==> src/design/me_pkg.sv <==
package me_pkg;

    // ----------------------------------------------------------
    // Search geometry
    // ----------------------------------------------------------
    localparam int BLOCK_EDGE   = 4;
    localparam int NUM_CAND     = 16;                          // Horizontal positions only
    localparam int WINDOW_COLS  = NUM_CAND + BLOCK_EDGE - 1;   // 19 reference columns
    localparam int BLOCK_PIXELS = BLOCK_EDGE * BLOCK_EDGE;

    // ----------------------------------------------------------
    // Widths
    // ----------------------------------------------------------
    localparam int PIXEL_W   = 8;
    localparam int ROW_W     = BLOCK_EDGE * PIXEL_W;
    localparam int BLOCK_W   = BLOCK_EDGE * ROW_W;
    localparam int SAD_W     = 12;                             // Worst case 16 * 255 = 4080
    localparam int IDX_W     = 4;
    localparam int COL_CNT_W = 5;

    typedef logic [PIXEL_W-1:0]   pixel_t;
    typedef logic [ROW_W-1:0]     pixel_row_t;                 // Cur row or ref column
    typedef logic [BLOCK_W-1:0]   block_t;                     // Row r at bit 32r
    typedef logic [SAD_W-1:0]     sad_t;
    typedef logic [IDX_W-1:0]     cand_idx_t;
    typedef logic [COL_CNT_W-1:0] col_cnt_t;

    typedef enum logic {CUR_LOAD, CUR_HOLD} cur_state_t;
    typedef enum logic [1:0] {REF_IDLE, REF_FILL, REF_WAIT} ref_state_t;

endpackage

==> src/design/me_if.sv <==
// Candidate block from the reference window to the AD array
interface cand_if
    import me_pkg::*;
();

    block_t    cand_block;   // Window in row order
    logic      cand_valid;   // One strobe per candidate
    cand_idx_t cand_index;
    logic      cand_last;    // Marks index 15

    modport src (
        output cand_block,
        output cand_valid,
        output cand_index,
        output cand_last
    );

    modport dst (
        input  cand_block,
        input  cand_valid,
        input  cand_index,
        input  cand_last
    );

endinterface

// One candidate SAD from the AD array to the minimum selector
interface sad_if
    import me_pkg::*;
();

    sad_t      sad;
    logic      sad_valid;
    cand_idx_t sad_index;
    logic      sad_last;

    modport src (
        output sad,
        output sad_valid,
        output sad_index,
        output sad_last
    );

    modport dst (
        input  sad,
        input  sad_valid,
        input  sad_index,
        input  sad_last
    );

endinterface

==> src/design/cur_buffer.sv <==
module cur_buffer
    import me_pkg::*;
(
    input  logic       clk,
    input  logic       rst,
    input  pixel_row_t cur_in,       // 4 pixels of one row
    input  logic       cur_valid,
    input  logic       block_done,
    output logic       need_cur,     // Ask for cur_in
    output logic       cur_ready,
    output block_t     cur_block
);

    cur_state_t state;
    logic [1:0] row_cnt;
    logic       row_we;

    assign need_cur  = (state == CUR_LOAD);
    assign cur_ready = (state == CUR_HOLD);
    assign row_we    = cur_valid && need_cur;   // Strobes in HOLD are dropped

    always_ff @(posedge clk)
    begin
        if (rst)
        begin
            state   <= CUR_LOAD;
            row_cnt <= '0;
        end
        else
        begin
            case (state)
                CUR_LOAD:
                begin
                    if (row_we)
                    begin
                        row_cnt <= row_cnt + 2'd1;   // Wraps back to row 0
                        if (row_cnt == 2'd3)
                        begin
                            state <= CUR_HOLD;
                        end
                    end
                end
                CUR_HOLD:
                begin
                    if (block_done)
                    begin
                        state <= CUR_LOAD;
                    end
                end
                default:
                begin
                    state <= CUR_LOAD;
                end
            endcase
        end
    end

    always_ff @(posedge clk)
    begin
        if (row_we)
        begin
            cur_block[row_cnt*ROW_W +: ROW_W] <= cur_in;
        end
    end

    // ----------------------------------------------------------
    // Checks
    // ----------------------------------------------------------
    a_ignore_strobe: assert property (@(posedge clk) disable iff (rst)
        cur_valid && !need_cur |=> $stable(cur_block));

endmodule

==> src/design/me_top.sv <==
module me_top
    import me_pkg::*;
(
    input  logic       clk,
    input  logic       rst,
    input  pixel_row_t cur_in,        // 4 pixels of a current row
    input  logic       cur_valid,
    input  pixel_row_t ref_in,        // 4 pixels of a reference column
    input  logic       ref_valid,
    output logic       need_cur,      // Ask for cur_in
    output logic       need_ref,      // Ask for ref_in
    output sad_t       best_sad,
    output cand_idx_t  best_index,
    output logic       result_valid
);

    block_t cur_block;
    logic   cur_ready;
    logic   block_done;

    cand_if cand_bus ();
    sad_if  sad_bus ();

    // ----------------------------------------------------------
    // Data capture
    // ----------------------------------------------------------
    cur_buffer cur_buffer_i (
        .clk        (clk       ),
        .rst        (rst       ),
        .cur_in     (cur_in    ),
        .cur_valid  (cur_valid ),
        .block_done (block_done),
        .need_cur   (need_cur  ),
        .cur_ready  (cur_ready ),
        .cur_block  (cur_block )
    );

    ref_window ref_window_i (
        .clk        (clk       ),
        .rst        (rst       ),
        .ref_in     (ref_in    ),
        .ref_valid  (ref_valid ),
        .cur_ready  (cur_ready ),
        .block_done (block_done),
        .need_ref   (need_ref  ),
        .cand       (cand_bus  )
    );

    // ----------------------------------------------------------
    // SAD and minimum search
    // ----------------------------------------------------------
    sad_array sad_array_i (
        .clk        (clk      ),
        .rst        (rst      ),
        .cur_block  (cur_block),
        .cand       (cand_bus ),
        .sad_out    (sad_bus  )
    );

    min_select min_select_i (
        .clk          (clk         ),
        .rst          (rst         ),
        .sad_in       (sad_bus     ),
        .best_sad     (best_sad    ),
        .best_index   (best_index  ),
        .result_valid (result_valid),
        .block_done   (block_done  )
    );

endmodule

==> src/design/min_select.sv <==
module min_select
    import me_pkg::*;
(
    input  logic      clk,
    input  logic      rst,
    sad_if.dst        sad_in,
    output sad_t      best_sad,
    output cand_idx_t best_index,
    output logic      result_valid,   // One cycle pulse
    output logic      block_done
);

    sad_t      run_sad;
    cand_idx_t run_index;
    logic      take_new;

    // Strict less than, so the lower index keeps a tie
    assign take_new = (sad_in.sad_index == '0) || (sad_in.sad < run_sad);

    always_ff @(posedge clk)
    begin
        if (sad_in.sad_valid && take_new)
        begin
            run_sad   <= sad_in.sad;
            run_index <= sad_in.sad_index;
        end
        if (sad_in.sad_valid && sad_in.sad_last)
        begin
            // Last candidate still competes here
            best_sad   <= take_new ? sad_in.sad : run_sad;
            best_index <= take_new ? sad_in.sad_index : run_index;
        end
    end

    // ----------------------------------------------------------
    // Result and end of block pulses
    // ----------------------------------------------------------
    always_ff @(posedge clk)
    begin
        if (rst)
        begin
            result_valid <= 1'b0;
            block_done   <= 1'b0;
        end
        else
        begin
            result_valid <= sad_in.sad_valid && sad_in.sad_last;
            block_done   <= result_valid;   // Frees cur_buffer and ref_window
        end
    end

    a_last_index: assert property (@(posedge clk) disable iff (rst)
        sad_in.sad_valid && sad_in.sad_last |-> sad_in.sad_index == cand_idx_t'(NUM_CAND - 1));

endmodule

==> src/design/ref_window.sv <==
module ref_window
    import me_pkg::*;
(
    input  logic       clk,
    input  logic       rst,
    input  pixel_row_t ref_in,       // One column, row r at bit 8r
    input  logic       ref_valid,
    input  logic       cur_ready,
    input  logic       block_done,
    output logic       need_ref,     // Ask for ref_in
    cand_if.src        cand
);

    ref_state_t state;
    col_cnt_t   col_cnt;                  // Columns accepted so far
    pixel_row_t win [BLOCK_EDGE];         // win[0] is the oldest column
    logic       col_we;
    logic       valid_q;
    logic       last_q;

    assign need_ref = (state == REF_FILL);
    assign col_we   = ref_valid && need_ref;

    // ----------------------------------------------------------
    // Fill control
    // ----------------------------------------------------------
    always_ff @(posedge clk)
    begin
        if (rst)
        begin
            state   <= REF_IDLE;
            col_cnt <= '0;
            valid_q <= 1'b0;
            last_q  <= 1'b0;
        end
        else
        begin
            // Fourth column onward completes a candidate
            valid_q <= col_we && (col_cnt >= col_cnt_t'(BLOCK_EDGE - 1));
            last_q  <= col_we && (col_cnt == col_cnt_t'(WINDOW_COLS - 1));
            case (state)
                REF_IDLE:
                begin
                    if (cur_ready)
                    begin
                        state <= REF_FILL;
                    end
                end
                REF_FILL:
                begin
                    if (col_we)
                    begin
                        col_cnt <= col_cnt + col_cnt_t'(1);
                        if (col_cnt == col_cnt_t'(WINDOW_COLS - 1))
                        begin
                            state <= REF_WAIT;
                        end
                    end
                end
                REF_WAIT:
                begin
                    if (block_done)
                    begin
                        state   <= REF_IDLE;
                        col_cnt <= '0;
                    end
                end
                default:
                begin
                    state <= REF_IDLE;
                end
            endcase
        end
    end

    always_ff @(posedge clk)
    begin
        if (col_we)
        begin
            for (int i = 0; i < BLOCK_EDGE - 1; i++)
            begin
                win[i] <= win[i+1];
            end
            win[BLOCK_EDGE-1] <= ref_in;
        end
    end

    // Column order to row order
    always_comb
    begin
        for (int r = 0; r < BLOCK_EDGE; r++)
        begin
            for (int c = 0; c < BLOCK_EDGE; c++)
            begin
                cand.cand_block[(r*BLOCK_EDGE + c)*PIXEL_W +: PIXEL_W] =
                    win[c][r*PIXEL_W +: PIXEL_W];
            end
        end
    end

    assign cand.cand_valid = valid_q;
    assign cand.cand_last  = last_q;
    assign cand.cand_index = cand_idx_t'(col_cnt - col_cnt_t'(BLOCK_EDGE));

    // ----------------------------------------------------------
    // Checks
    // ----------------------------------------------------------
    a_col_cnt_range: assert property (@(posedge clk) disable iff (rst)
        col_cnt <= col_cnt_t'(WINDOW_COLS));

    // The current block must stay loaded while columns stream in
    a_fill_with_block: assert property (@(posedge clk) disable iff (rst)
        need_ref |-> cur_ready);

endmodule

==> src/design/sad_array.sv <==
module sad_array
    import me_pkg::*;
(
    input  logic   clk,
    input  logic   rst,
    input  block_t cur_block,
    cand_if.dst    cand,
    sad_if.src     sad_out
);

    pixel_t    ad_q [BLOCK_PIXELS];   // Stage 1 absolute differences
    logic      s1_valid;
    logic      s1_last;
    cand_idx_t s1_index;
    sad_t      sad_sum;
    sad_t      sad_q;                 // Stage 2
    logic      s2_valid;
    logic      s2_last;
    cand_idx_t s2_index;

    function automatic pixel_t abs_diff(input pixel_t a, input pixel_t b);
        return (a > b) ? (a - b) : (b - a);
    endfunction

    // ----------------------------------------------------------
    // Stage 1 absolute differences
    // ----------------------------------------------------------
    always_ff @(posedge clk)
    begin
        for (int p = 0; p < BLOCK_PIXELS; p++)
        begin
            ad_q[p] <= abs_diff(cur_block[p*PIXEL_W +: PIXEL_W],
                                cand.cand_block[p*PIXEL_W +: PIXEL_W]);
        end
        s1_index <= cand.cand_index;
        s2_index <= s1_index;
        sad_q    <= sad_sum;
    end

    always_comb
    begin
        sad_sum = '0;
        for (int p = 0; p < BLOCK_PIXELS; p++)
        begin
            sad_sum = sad_sum + sad_t'(ad_q[p]);   // Zero extend
        end
    end

    // ----------------------------------------------------------
    // Stage 2 sum, valid and last ride along
    // ----------------------------------------------------------
    always_ff @(posedge clk)
    begin
        if (rst)
        begin
            s1_valid <= 1'b0;
            s1_last  <= 1'b0;
            s2_valid <= 1'b0;
            s2_last  <= 1'b0;
        end
        else
        begin
            s1_valid <= cand.cand_valid;
            s1_last  <= cand.cand_valid && cand.cand_last;
            s2_valid <= s1_valid;
            s2_last  <= s1_last;
        end
    end

    assign sad_out.sad       = sad_q;
    assign sad_out.sad_valid = s2_valid;
    assign sad_out.sad_index = s2_index;
    assign sad_out.sad_last  = s2_last;

endmodule

==> config.mk <==
export PLATFORM = sky130hd
export DESIGN_NAME = me_top
export DESIGN_NICKNAME = d
export VERILOG_FILES = /design/src/design/me_pkg.sv /design/src/design/me_if.sv /design/src/design/cur_buffer.sv /design/src/design/me_top.sv /design/src/design/min_select.sv /design/src/design/ref_window.sv /design/src/design/sad_array.sv
export SDC_FILE = /design/constraint.sdc
export NUM_CORES = 1
export LEC_CHECK = 0
export CAP_MARGIN = 20
export CORE_MARGIN = 10
export CORE_UTILIZATION = 46
export CTS_CLUSTER_DIAMETER = 80
export DETAILED_ROUTE_END_ITERATION = 8
export DONT_BUFFER_PORTS = 1
export HOLD_SLACK_MARGIN = 0.02
export PLACE_DENSITY_LB_ADDON = 0.08
export SYNTH_ARGS = -nofsm -noshare
export SYNTH_HDL_FRONTEND = slang
export SYNTH_SLANG_ARGS = --single-unit
==> constraint.sdc <==
create_clock -name clk -period 8.45 [get_ports clk]
set_input_delay 1.69 -clock clk [delete_from_list [all_inputs] [get_ports clk]]
set_output_delay 1.69 -clock clk [all_outputs]
set_load 0.02 [all_outputs]
* Word level (Yosys, flattened, before mapping) *
Memories as Yosys holds them, arrays and structs flattened.
Cells that the tools add are included.

word-level totals
  bits in registers = 198
  bits in writable memories = 256
  bits of input ports = 68
  output and inout bits = 19
  word-level logic and storage cells = 149
  memories kept = 2

operators by class
  $add $sub $neg = 51
  order comparisons = 18
  eq/ne operators = 8
  shifts and indexed selects = 2
  muxes and demuxes = 33
  bitwise operators = 1
  reduce and logical (&&, ||, !) cells = 14

memories
  name              depth  bits a word  rd ports  clocked after memory_dff  write ports  line              RTL
  ref_window_i.win  4      32           4         0                         4            ref_window.sv:16  pixel_row_t win [BLOCK_EDGE];
  sad_array_i.ad_q  16     8            16        0                         16           sad_array.sv:11   pixel_t ad_q [BLOCK_PIXELS];

operator list
  kind                                                                        number
  8-bit subtractor                                                            32
  12-bit by 8-bit adder with 12-bit output                                    14
  128-bit bitwise mux                                                         1
  8-bit greater-than comparator                                               16
  8-bit 2-to-1 mux                                                            16
  32-bit by 34-bit variable shift with 128-bit output (first input constant)  1
  32-bit by 34-bit indexed part select with 128-bit output                    1
  7-bit negator with 34-bit output                                            1
  12-bit < comparator                                                         1
  12-bit 2-to-1 mux                                                           1
  5-bit 2-to-1 mux                                                            2
  5-bit one-hot mux with 2 select lines                                       1
  8-bit by 8-bit adder with 9-bit output                                      1
  2-bit 2-to-1 mux                                                            4
  1-bit logical AND                                                           7
  2-bit != test (second input constant)                                       3
  2-bit one-hot mux with 3 select lines                                       1
  5-bit by 1-bit adder with 5-bit output (second input constant)              1
  5-bit == test (second input constant)                                       1
  5-bit by 2-bit >= comparator with 1-bit output (second input constant)      1
  1-bit 2-to-1 mux                                                            5
  2-bit == test (second input constant)                                       2
  4-bit zero test                                                             1
  4-bit 2-to-1 mux                                                            1
  12 further kinds                                                            12

* Longest topological paths before layout *
Gate-level depths: netlist (run 1).
An unclocked memory read counts as a cell.

  word-level depth = 16
  gate-level depth with buffers = 24
  gate-level depth less buffers = 24

* Cells and area by module *
Synthesis (run 1) repeated with hierarchy kept, for this count alone.

unflattened totals
  cells, all modules = 2468
  area total of the unflattened synthesis = 27933.0 µm²

by module, submodules not included
  module      times used  cells each  area each (µm²)  sequential area each (µm²)
  sad_array   1           1886        17023.8          3042.9
  cur_buffer  1           302         5002.3           3903.7
  ref_window  1           182         4337.9           4023.9
  min_select  1           98          1569.0           1001.0

* Worst setup path after synthesis (run 1) *
No wires, ideal clock.

  kind = register to register
  from = memory sad_array_i.ad_q[0][4] (netlist bit)
  to = register sad_array_i.sad_q[10] (netlist: sad_array_i.sad_out.sad[10])
  library setup time = 72 ps
  arrival time = 5847 ps
  data required time = 8378 ps
  setup slack = 2531 ps
  stages on the path, launching flop included = 22
  buffers on the path = 0
  period minus slack after synthesis = 5919 ps
  path through = dfxtp_1 > ha_1 > or4_1 > o21ai_0 > o21ba_1 > xor2_1 > fa_1 > inv_1 > fa_1 > fa_1 > fa_1 > inv_1 > fa_1 > inv_1 > fa_1 > inv_1 > ha_1 > a21o_1 > a21oi_1 > nor2b_1 > a311oi_1 > xnor2_1

RTL lines
  element               line             RTL
  from (decl)           sad_array.sv:11
  to (signal assigned)  sad_array.sv:37  sad_q <= sad_sum;
  to (decl)             sad_array.sv:16  sad_t sad_q;

==> flow_summary.yaml, run 1 <==
clocking:
  holdBufCountCts: 0
  htreeDepth: 2
  cts_sinks: 454
  clk_pin_slew_ns: 0.06
  post_cts_resized: 0
  postCtsSetupBuffers: 0
  clk_path_buf_depth: 3
  cts_root_buffer: "clkbuf_16"
  cts_tree: "done"
  insertion_delay_ns: 0.60
  numCtsBuffers: 52
yosys:
  syn_nets: 2909
  yosysWarningCount: 0
  postSynthAreaPerCell_um2: 11.4
  syn-instance-count: 2415
  synth_edf_count: 288
  ys_types: 56
  netlist_area_um2: 27600
  synth_ff_type: "edfxtp_1"
  ys_seq_area_frac: 0.434
  async_flop_share: 0
  ys_seq_elements: 454
setup_path:
  reg2regPathDepth: 24
  slowest_stage: "fa_1"
  critical-path-top-delay-family: "adder cells"
  cp.depth: 24
  crit_end: "sad_array_i.sad_out.sad[10]"
  worstSetupEndpointType: "flip-flop"
  critPathKind: "reg -> reg"
  startpoint: "sad_array_i.ad_q[0][0]"
  path_common_cell: "fa_1"
  cp.arrival_ns: 6.86
  path_cells: "ha_1 -> inv_1 -> fa_1 -> nor2b_1 -> o21ai_0 -> a21boi_1 -> o31ai_1 -> a21boi_1 -> fa_1 -> inv_1 -> fa_1 -> fa_1 -> fa_1 -> inv_1 -> fa_1 -> inv_1 -> fa_1 -> inv_1 -> ha_1 -> a21o_1 -> a21oi_1 -> nor2b_1 -> a311oi_1 -> xnor2_1"
  required_ns: 8.97
  crit_path_start_kind: "flip-flop"
  r2r_slack_ns: 2.11
  r2r_start: "sad_array_i.ad_q[0][0]"
  r2r_end: "sad_array_i.sad_out.sad[10]"
  crit_path_max_incr_delay_ns: 0.55
  crit_buf_inv: 5
  cp_max_fo: 5
status:
  status: "finished, final reports clean"
global_routing:
  grt_max_degree: 71
  grt_first_pass_wirelength_mm: 104
  grt-ovfl-total: 0
  grtUsageTotal: 0.194
  antenna_found_initial: 4
  grt_pass1_vias: 17500
place:
  gp_congestion: 0.855
  dp_hpwl_mm: 53.2
  io_buffers: 0
job:
  drv_cap: 0
route:
  totalWireLength_mm: 68.1
  drc: 0
  antenna_left: 0
  routedWlPerCell_um: 21.0
  vias: 16900
  firstDrtPassIters: 5
  drtIter0Drc: 963
  vias_per_cell: 5.21
cells_and_area:
  final.fill_count: 5286
  layout_common_cells: "423 x inv_1, 292 x ha_1, 288 x edfxtp_1"
  area_delta_synth_final_pct: 9.13
  nets: 2909
  drive_above_1_share: 0.0537
  final_common_cell: "inv_1"
floorplanning:
  die_h_um: 265
  rows: 89
  core_um2: 59200
  io_pins: 87
  dieArea_um2: 70200
  initial_core_util: 0.466
  die_w_um: 265
timing:
  hold_viol: 0
  worstMarginPinSlew_ns: 1.10
  post-route-period-util: 0.750
  final-setup-viol-count: 0
  rsz0062_at_grt: "no"
  period_needed_ns: 6.34
  tns_ns: 0
  slew_headroom: 0.268
  finClkSkew_ns: 0.0263
  timing.fmax_mhz: 158
  maxSlewViolCount: 0
hold_path:
  hold_class: "reg -> reg"
==> layer usage <==
metal | share of wire | vias to the layer above | global-route usage
met3 | 0.039 | 76 | 0.0287
met5 | 0 | - | 0
met4 | 0.019 | 0 | 0.0523
met1 | 0.46 | 8286 | 0.255
met2 | 0.48 | 327 | 0.328
li1 | - | 8222 | -
==> metrics by stage <==
stage / instance area, µm² / std cells / hold slack [ns] / utilization / setup WS [ns]
6_report: 30100 / 3245 / 0.326 / 0.508 / 2.11
5_1_grt: 30100 / 3236 / 0.328 / 0.508 / 1.74
4_1_cts: 30100 / 3232 / 0.327 / 0.508 / 2.10
3_5_place_dp: 28400 / 3134 / 0.312 / 0.479 / 2.15
3_3_place_gp: 28400 / 3134 / 0.310 / 0.479 / 2.27
2_1_floorplan: 27600 / 2415 / 0.310 / - / 2.53
==> layout make-up <==
class | count | area (µm²) | share of cell area
Clock buffer | 81 | 1590 | 0.0527
Tap cell | 773 | 967 | 0.0321
Multi-Input combinational cell | 1474 | 13800 | 0.457
Sequential cell | 454 | 12000 | 0.398
Antenna cell | 13 | 32.5 | 0.00108
Clock inverter | 17 | 125 | 0.00416
Inverter | 424 | 1600 | 0.0530
Timing Repair Buffer | 9 | 67.6 | 0.00224
==> logic make-up (layout without fill, tap and decap cells) <==
| family | count (synthesis) | count (layout) | synth area share |
|---|---|---|---|
| buffers and inverters | 487 | 531 | 0.0680 |
| AND/OR/NAND/NOR | 372 | 372 | 0.0766 |
| other | 0 | 13 | 0 |
| AO/OA/AOI/OAI | 439 | 439 | 0.110 |
| adder cells (fa/ha/maj) | 426 | 426 | 0.230 |
| multiplexers | 128 | 128 | 0.0470 |
| flip-flops | 454 | 454 | 0.434 |
| XOR/XNOR | 109 | 109 | 0.0346 |
==> Yosys cell counts, types with 3 or more instances <==
master	number	area, µm²
clkbuf_1	44	165
mux2_2	3	33.8
xnor2_1	40	350
edfxtp_1	288	8650
o41ai_4	6	165
xor2_1	69	604
nor3_1	5	25.0
or2_2	5	31.3
o22a_1	5	43.8
o21ai_1	6	30.0
a311oi_1	18	158
nand2b_1	13	81.3
o22ai_1	6	37.5
ha_1	292	3650
a21oi_1	103	515
nor2b_1	17	106
a21boi_1	4	30.0
nand3b_1	25	188
o21ai_2	8	70.1
a31oi_1	53	332
a21boi_4	4	75.1
o21a_1	5	37.5
fa_1	134	2680
a221oi_1	11	96.3
nor3b_1	4	30.0
inv_1	424	1590
buf_2	15	75.1
nor2_1	50	188
mux2i_1	116	1160
buf_6	4	45.0
mux2_1	9	101
and4_1	12	105
a21oi_2	6	52.6
and3_4	4	45.0
nand3_1	6	30.0
a211oi_1	35	263
and2_1	141	882
o21ai_0	66	330
a21boi_0	6	45.0
a21o_1	77	578
and3_1	6	37.5
nand4_1	15	93.8
dfxtp_1	166	3320
nand2_1	66	248
a211o_1	8	70.1
==> sequential cells by signal (all words and copies together), names as in the netlist, 2 cells and up <==
name                           count
cur_buffer_i.cur_block           128
ref_window_i.win                 128
sad_array_i.ad_q                 128
min_select_i.best_sad             12
min_select_i.run_sad              12
sad_array_i.sad_out.sad           12
ref_window_i.col_cnt               5
min_select_i.best_index            4
min_select_i.run_index             4
sad_array_i.s1_index               4
sad_array_i.sad_out.sad_index      4
cur_buffer_i.row_cnt               2
ref_window_i.state                 2
==> worst reg2reg max path: stages, from the launching register on <==
cell      delay (ns)
dfxtp_1         0.32
ha_1            0.17
inv_1           0.06
fa_1            0.41
nor2b_1         0.12
o21ai_0         0.11
a21boi_1        0.27
o31ai_1         0.13
a21boi_1        0.15
fa_1            0.49
inv_1           0.07
fa_1            0.44
fa_1            0.51
fa_1            0.55
inv_1           0.05
fa_1            0.53
inv_1           0.06
fa_1            0.53
inv_1           0.04
ha_1            0.35
a21o_1          0.19
a21oi_1         0.20
nor2b_1         0.07
a311oi_1        0.28
xnor2_1         0.16
==> worst min-delay path by stage <==
stage	from	to	cells after the start
2_1_floorplan	sad_array_i.s1_index[0]	sad_array_i.sad_out.sad_index[0]	0
3_3_place_gp	sad_array_i.s1_index[2]	sad_array_i.sad_out.sad_index[2]	0
3_5_place_dp	sad_array_i.s1_index[2]	sad_array_i.sad_out.sad_index[2]	0
4_1_cts	sad_array_i.s1_index[2]	sad_array_i.sad_out.sad_index[2]	0
5_1_grt	sad_array_i.s1_index[2]	sad_array_i.sad_out.sad_index[2]	0
6_report	sad_array_i.s1_index[2]	sad_array_i.sad_out.sad_index[2]	0
Power of run 1 is left out: the tool's default activity adds up to more than one toggle a clock period on the data nets, which glitch-free logic cannot reach.
==> inputs of run 2 (changes only) <==
==> constraint.sdc (replaced) <==
create_clock -name clk -period 5.25 [get_ports clk]
set_input_delay 1.05 -clock clk [delete_from_list [all_inputs] [get_ports clk]]
set_output_delay 1.05 -clock clk [all_outputs]
set_load 0.02 [all_outputs]
==> run 2 against run 1 <==
Against the previous run: the flow now finishes with violations (setup timing); hold slack gained 0.0014 ns; utilization grew 0.90 points; sequential share of layout area is 0.68 points lower; setup slack worse by 2.7 ns; wire length increased by 2.9%; first-iteration DRC count is 18% higher; via count grew 0.19%; sequential cell count unchanged; critical path depth down 2; global-route usage increased by 0.64 points; critical endpoint unchanged; largest cell class unchanged.
==> flow_summary.yaml, run 2 (synthesis results as in run 1) <==
setup_path:
  crit_path_max_incr_delay_ns: 0.53
  critPathKind: "reg -> reg"
  crit_buf_inv: 4
  critical-path-top-delay-family: "adder cells"
  r2r_slack_ns: -0.54
  cp.arrival_ns: 6.30
  crit_path_start_kind: "flip-flop"
  worstSetupEndpointType: "flip-flop"
  path_common_cell: "fa_1"
  slowest_stage: "fa_2"
  path_cells: "ha_1 -> a21o_1 -> a21oi_2 -> o21ai_2 -> o21ba_1 -> xor2_1 -> fa_1 -> inv_1 -> fa_2 -> fa_2 -> fa_1 -> inv_1 -> fa_1 -> inv_1 -> fa_1 -> inv_2 -> ha_4 -> a21o_1 -> a21oi_2 -> nor2b_1 -> a311oi_2 -> xnor2_1"
  cp_max_fo: 2
  required_ns: 5.76
clocking:
  holdBufCountCts: 0
  cts_sinks: 454
  clk_pin_slew_ns: 0.06
  insertion_delay_ns: 0.61
  numCtsBuffers: 52
  htreeDepth: 2
  clk_path_buf_depth: 3
  cts_root_buffer: "clkbuf_16"
  cts_tree: "done"
floorplanning:
  core_um2: 59200
  io_pins: 87
  rows: 89
  die_h_um: 265
  die_w_um: 265
  dieArea_um2: 70200
  initial_core_util: 0.466
timing:
  holdWs_ns: 0.327
  worstMarginPinSlew_ns: 1.09
  hold_viol: 0
  final-setup-viol-count: 8
  finClkSkew_ns: 0.0314
  slew_headroom: 0.272
  timing.fmax_mhz: 173
  period_needed_ns: 5.79
  rsz0062_at_grt: "yes"
  post-route-period-util: 1.10
  fin_ws_ns: -0.540
  maxSlewViolCount: 0
cells_and_area:
  stdcell_count: 3274
  final_common_cell: "inv_1"
  top_regs: "cur_buffer_i.cur_block x128, ref_window_i.win x128, sad_array_i.ad_q x128"
  final_area_um2: 30600
  fin_util: 0.517
  drive_above_1_share: 0.0937
  nets: 2947
  area_delta_synth_final_pct: 11.1
  layout_common_cells: "412 x inv_1, 288 x edfxtp_1, 283 x ha_1"
status:
  status: "finished with violations"
  violations: "setup timing"
place:
  place_inst: 3160
  placed_area_um2: 28600
  dp_hpwl_mm: 54.8
  gp_congestion: 0.880
  io_buffers: 0
route:
  routedWlPerCell_um: 21.4
  vias_per_cell: 5.18
  drtIter0Drc: 1141
  firstDrtPassIters: 5
  totalWireLength_mm: 70.1
  drc: 0
  vias: 16900
  antenna_left: 0
job:
  drv_cap: 0
global_routing:
  grt_first_pass_wirelength_mm: 107
  grt-ovfl-total: 0
  antenna_found_initial: 4
  grt_pass1_vias: 17900
  grt_max_degree: 69
  grtUsageTotal: 0.200
hold_path:
  hold_class: "reg -> reg"
run 2: cell count changes in the layout (fill, tap and decap cells not counted), moves of 9 or more:
| cell | previous run | this run |
|---|---|---|
| buf_4 | 9 | 42 |
| inv_1 | 423 | 412 |
| diode_2 | 13 | 4 |
| ha_1 | 292 | 283 |
| fa_2 | 0 | 9 |
| clkbuf_1 | 17 | 7 |
| fa_1 | 134 | 125 |
| inv_2 | 0 | 11 |
run 2: final timing paths:
check                     startpoint                               end  cells past startpoint
min          sad_array_i.s1_index[3]  sad_array_i.sad_out.sad_index[3]                      0
max           sad_array_i.ad_q[0][1]       sad_array_i.sad_out.sad[10]                     22
max reg2reg   sad_array_i.ad_q[0][1]       sad_array_i.sad_out.sad[10]                     22
min reg2reg  sad_array_i.s1_index[3]  sad_array_i.sad_out.sad_index[3]                      0
run 2: final cells by class:
cell class | instances | area, µm²
antenna | 4 | 10.0
clock buffer | 69 | 1510
clock inverter | 29 | 228
fill | 5244 | 28600
inverter | 424 | 1600
multi-input combinational | 1474 | 14000
sequential | 454 | 12000
tap | 773 | 967
timing repair buffer | 47 | 372
run 2: per-stage QoR:
stage / setup TNS (ns) / setup slack [ns]
6_report: -2.66 / -0.540
5_1_grt: -4.16 / -0.736
4_1_cts: -2.61 / -0.571
3_5_place_dp: -3.27 / -0.641
3_3_place_gp: -2.64 / -0.521
2_1_floorplan: -0.690 / -0.279
run 2: worst register-to-register path: stages (launching register included):
cell,delay (ns)
dfxtp_2,0.32
ha_1,0.28
a21o_1,0.19
a21oi_2,0.19
o21ai_2,0.10
o21ba_1,0.20
xor2_1,0.16
fa_1,0.50
inv_1,0.05
fa_2,0.53
fa_2,0.44
fa_1,0.49
inv_1,0.06
fa_1,0.53
inv_1,0.05
fa_1,0.51
inv_2,0.05
ha_4,0.21
a21o_1,0.20
a21oi_2,0.16
nor2b_1,0.07
a311oi_2,0.27
xnor2_1,0.15
run 2: routing by layer:
metal,routed length [µm],global-route usage
met5,0,0
met3,3240,0.0322
met2,33200,0.337
met4,1650,0.0514
met1,32000,0.265
run 2: repair_timing:
item / in CTS / in global routing
pin swaps: 27 / 17
setup buffers: 7 / 7
gates resized for setup: 35 / 14
endpoints found under the setup margin: 8 / 9
Power of run 2 is left out for the same reason.
==> inputs of run 3 (changes only) <==
--- a/config.mk
+++ b/config.mk
@@ -5,6 +5,7 @@
 export SDC_FILE = /design/constraint.sdc
 export NUM_CORES = 1
 export LEC_CHECK = 0
+export ABC_AREA = 1
 export CAP_MARGIN = 20
 export CORE_MARGIN = 10
 export CORE_UTILIZATION = 46
==> run 3 against run 2 <==
Against the previous run: the run still ends with setup timing left; clock skew is 0.0035 ns lower; synthesized cell count is 41% higher; synthesized area is 6.4% higher; sequential share of layout area is 2.3 points lower; wire length is 17% higher; sequential cell count stayed put; global-route usage is 2.2 points higher; hold slack worse by 0.0020 ns; non-clock buffer count is 8 lower; critical path type unchanged; critical endpoint is now sad_array_i.sad_out.sad[11].
==> flow_summary.yaml, run 3 <==
yosys:
  yosys-top-cells-area: "edfxtp_1 29%, ha_1 12%, nand2_1 12%"
  yosysMostFrequentCell: "nand2_1"
  syn_nets: 3895
  async_flop_share: 0
  ys_seq_elements: 454
  yosysWarningCount: 0
  postSynthAreaPerCell_um2: 8.63
  syn-instance-count: 3401
  synth_edf_count: 288
  netlist_area_um2: 29400
  synth_ff_type: "edfxtp_1"
  synth.top_cell.area_share: 0.295
  ys_types: 35
  ys_seq_area_frac: 0.408
  yosysTopAreaCell: "edfxtp_1"
  synth_common_cells: "927 x nand2_1, 648 x inv_1, 292 x ha_1, 288 x edfxtp_1, 244 x nor2_1"
cells_and_area:
  final_area_um2: 32500
  stdcell_count: 4317
  drive_above_1_share: 0.0793
  top_regs: "cur_buffer_i.cur_block x128, ref_window_i.win x128, sad_array_i.ad_q x128"
  nets: 3919
  final_common_cell: "nand2_1"
  area_delta_synth_final_pct: 10.8
  final.fill_count: 6035
  layout_common_cells: "918 x nand2_1, 634 x inv_1, 288 x edfxtp_1"
timing:
  worstMarginPinSlew_ns: 0.941
  slew_headroom: 0.371
  post-route-period-util: 1.04
  final-setup-viol-count: 7
  rsz0062_at_grt: "yes"
  period_needed_ns: 5.46
  hold_viol: 0
  fin_ws_ns: -0.209
  finClkSkew_ns: 0.0279
  maxSlewViolCount: 0
  timing.fmax_mhz: 183
clocking:
  numCtsBuffers: 52
  clk_pin_slew_ns: 0.06
  cts_tree: "done"
  cts_root_buffer: "clkbuf_16"
  cts_sinks: 454
  clk_path_buf_depth: 3
  htreeDepth: 2
  insertion_delay_ns: 0.62
floorplanning:
  io_pins: 87
  die_w_um: 273
  die_h_um: 273
  rows: 92
  dieArea_um2: 74300
  core_um2: 63100
  initial_core_util: 0.465
setup_path:
  worstSetupEndpointType: "flip-flop"
  critPathKind: "reg -> reg"
  r2r_slack_ns: -0.21
  crit_path_start_kind: "flip-flop"
  startpoint: "sad_array_i.ad_q[0][0]"
  cp.arrival_ns: 5.96
  cp_max_fo: 3
  r2r_end: "sad_array_i.sad_out.sad[11]"
  required_ns: 5.75
  r2r_start: "sad_array_i.ad_q[0][0]"
  reg2regPathDepth: 25
hold_path:
  min_from: "sad_array_i.s1_index[2]"
  whs_path_depth: 0
  hold_class: "reg -> reg"
  whs_endpoint: "sad_array_i.sad_out.sad_index[2]"
global_routing:
  antenna_found_initial: 11
  grt_first_pass_wirelength_mm: 127
  grtUsageTotal: 0.222
  grt_max_degree: 76
  grt-ovfl-total: 0
  grt_pass1_vias: 22000
route:
  drc: 0
  totalWireLength_mm: 82.3
  firstDrtPassIters: 5
  antenna_left: 0
  drtIter0Drc: 1375
  vias: 21400
  routedWlPerCell_um: 19.1
  vias_per_cell: 4.97
status:
  violations: "setup timing"
  status: "finished with violations"
place:
  gp_congestion: 0.953
  place_inst: 4209
  dp_worst_setup_slack_ns: -0.375
  io_buffers: 0
  placed_area_um2: 30400
  dp_hpwl_mm: 64.0
job:
  drv_cap: 0
==> run 3: cell count changes after synthesis, moves of 31 or more <==
cell	delta
a21oi_1	+31
a21o_1	-61
nor3_1	+36
nor2_1	+194
and2_1	-141
inv_1	+224
mux2i_1	-116
nand3_1	+118
nand2_1	+861
clkbuf_1	-32
clkbuf_2	+42
a211oi_1	-35
a31oi_1	-52
==> run 3: repair_timing <==
| action | in CTS | in global routing |
|---|---|---|
| setup endpoints to repair | 8 | 9 |
| gates resized for setup | 49 | 21 |
| hold buffers | 0 | 0 |
| endpoints found under the hold margin | 0 | 0 |
| setup buffers | 6 | 2 |
| pin swaps | 54 | 23 |
==> run 3: layout make-up <==
type / count / area [µm²] / area share
Inverter: 664 / 2510 / 0.0770
Timing Repair Buffer: 39 / 368 / 0.0113
Tap cell: 846 / 1060 / 0.0325
Sequential cell: 454 / 12000 / 0.368
Clock buffer: 75 / 1560 / 0.0479
Antenna cell: 2 / 5.00 / 0.000154
Multi-Input combinational cell: 2214 / 14900 / 0.457
Clock inverter: 23 / 190 / 0.00585
==> run 3: worst max-delay path by stage <==
stage / cells after the start / to / slack [ns]
finish: 25 / sad_array_i.sad_out.sad[11] / -0.21
global route: 25 / sad_array_i.sad_out.sad[11] / -0.42
CTS: 25 / sad_array_i.sad_out.sad[11] / -0.21
detailed placement: 25 / sad_array_i.sad_out.sad[11] / -0.38
global placement: 24 / sad_array_i.sad_out.sad[11] / -0.35
floorplan: 24 / sad_array_i.sad_out.sad[11] / -0.01
==> run 3: through the flow <==
stage	util	hold slack (ns)	TNS, ns
after floorplan	-	0.310	-0.0134
after global placement	0.482	0.311	-1.53
after detailed placement	0.483	0.312	-1.66
after CTS	0.514	0.326	-1.05
after global routing	0.516	0.332	-2.63
final	0.516	0.325	-1.24
==> run 3: logic make-up (layout without fill, tap and decap cells) <==
family,after synthesis,in the layout,share of synthesized area
and+or+nand+nor,1385,1385,0.189
other,0,2,0
xor gates and xnor gates,108,108,0.0322
AOI/OAI and AO/OA,295,295,0.0581
buffers and inverters,733,801,0.0967
DFF,454,454,0.408
adders and majority gates,426,426,0.216
==> run 3: routing by layer <==
layer,vias to the layer above,GRT usage,wire length (µm),share of wire
li1,10600,-,-,-
met1,10200,0.293,36600,0.44
met2,525,0.372,38600,0.47
met3,112,0.0352,4700,0.057
met4,8,0.0670,2340,0.028
met5,-,0,65,0.00079
==> run 3: critical path: stages, from the launching register on <==
cell and delay [ns]:
dfxtp_2 0.35, ha_4 0.14, inv_2 0.04, fa_2 0.37, o21ai_4 0.17, nand2_1 0.07, nand2_1 0.07, xnor2_1 0.12
inv_1 0.07, fa_1 0.48, inv_1 0.05, fa_2 0.53, fa_2 0.45, fa_1 0.56, inv_2 0.04, fa_1 0.53
inv_1 0.05, fa_1 0.51, inv_2 0.04, ha_4 0.23, nand2_4 0.08, nor2_1 0.05, o21ai_1 0.17, nand3_1 0.09
nand2_1 0.06, nand2_1 0.04
Power of run 3 is left out for the same reason.
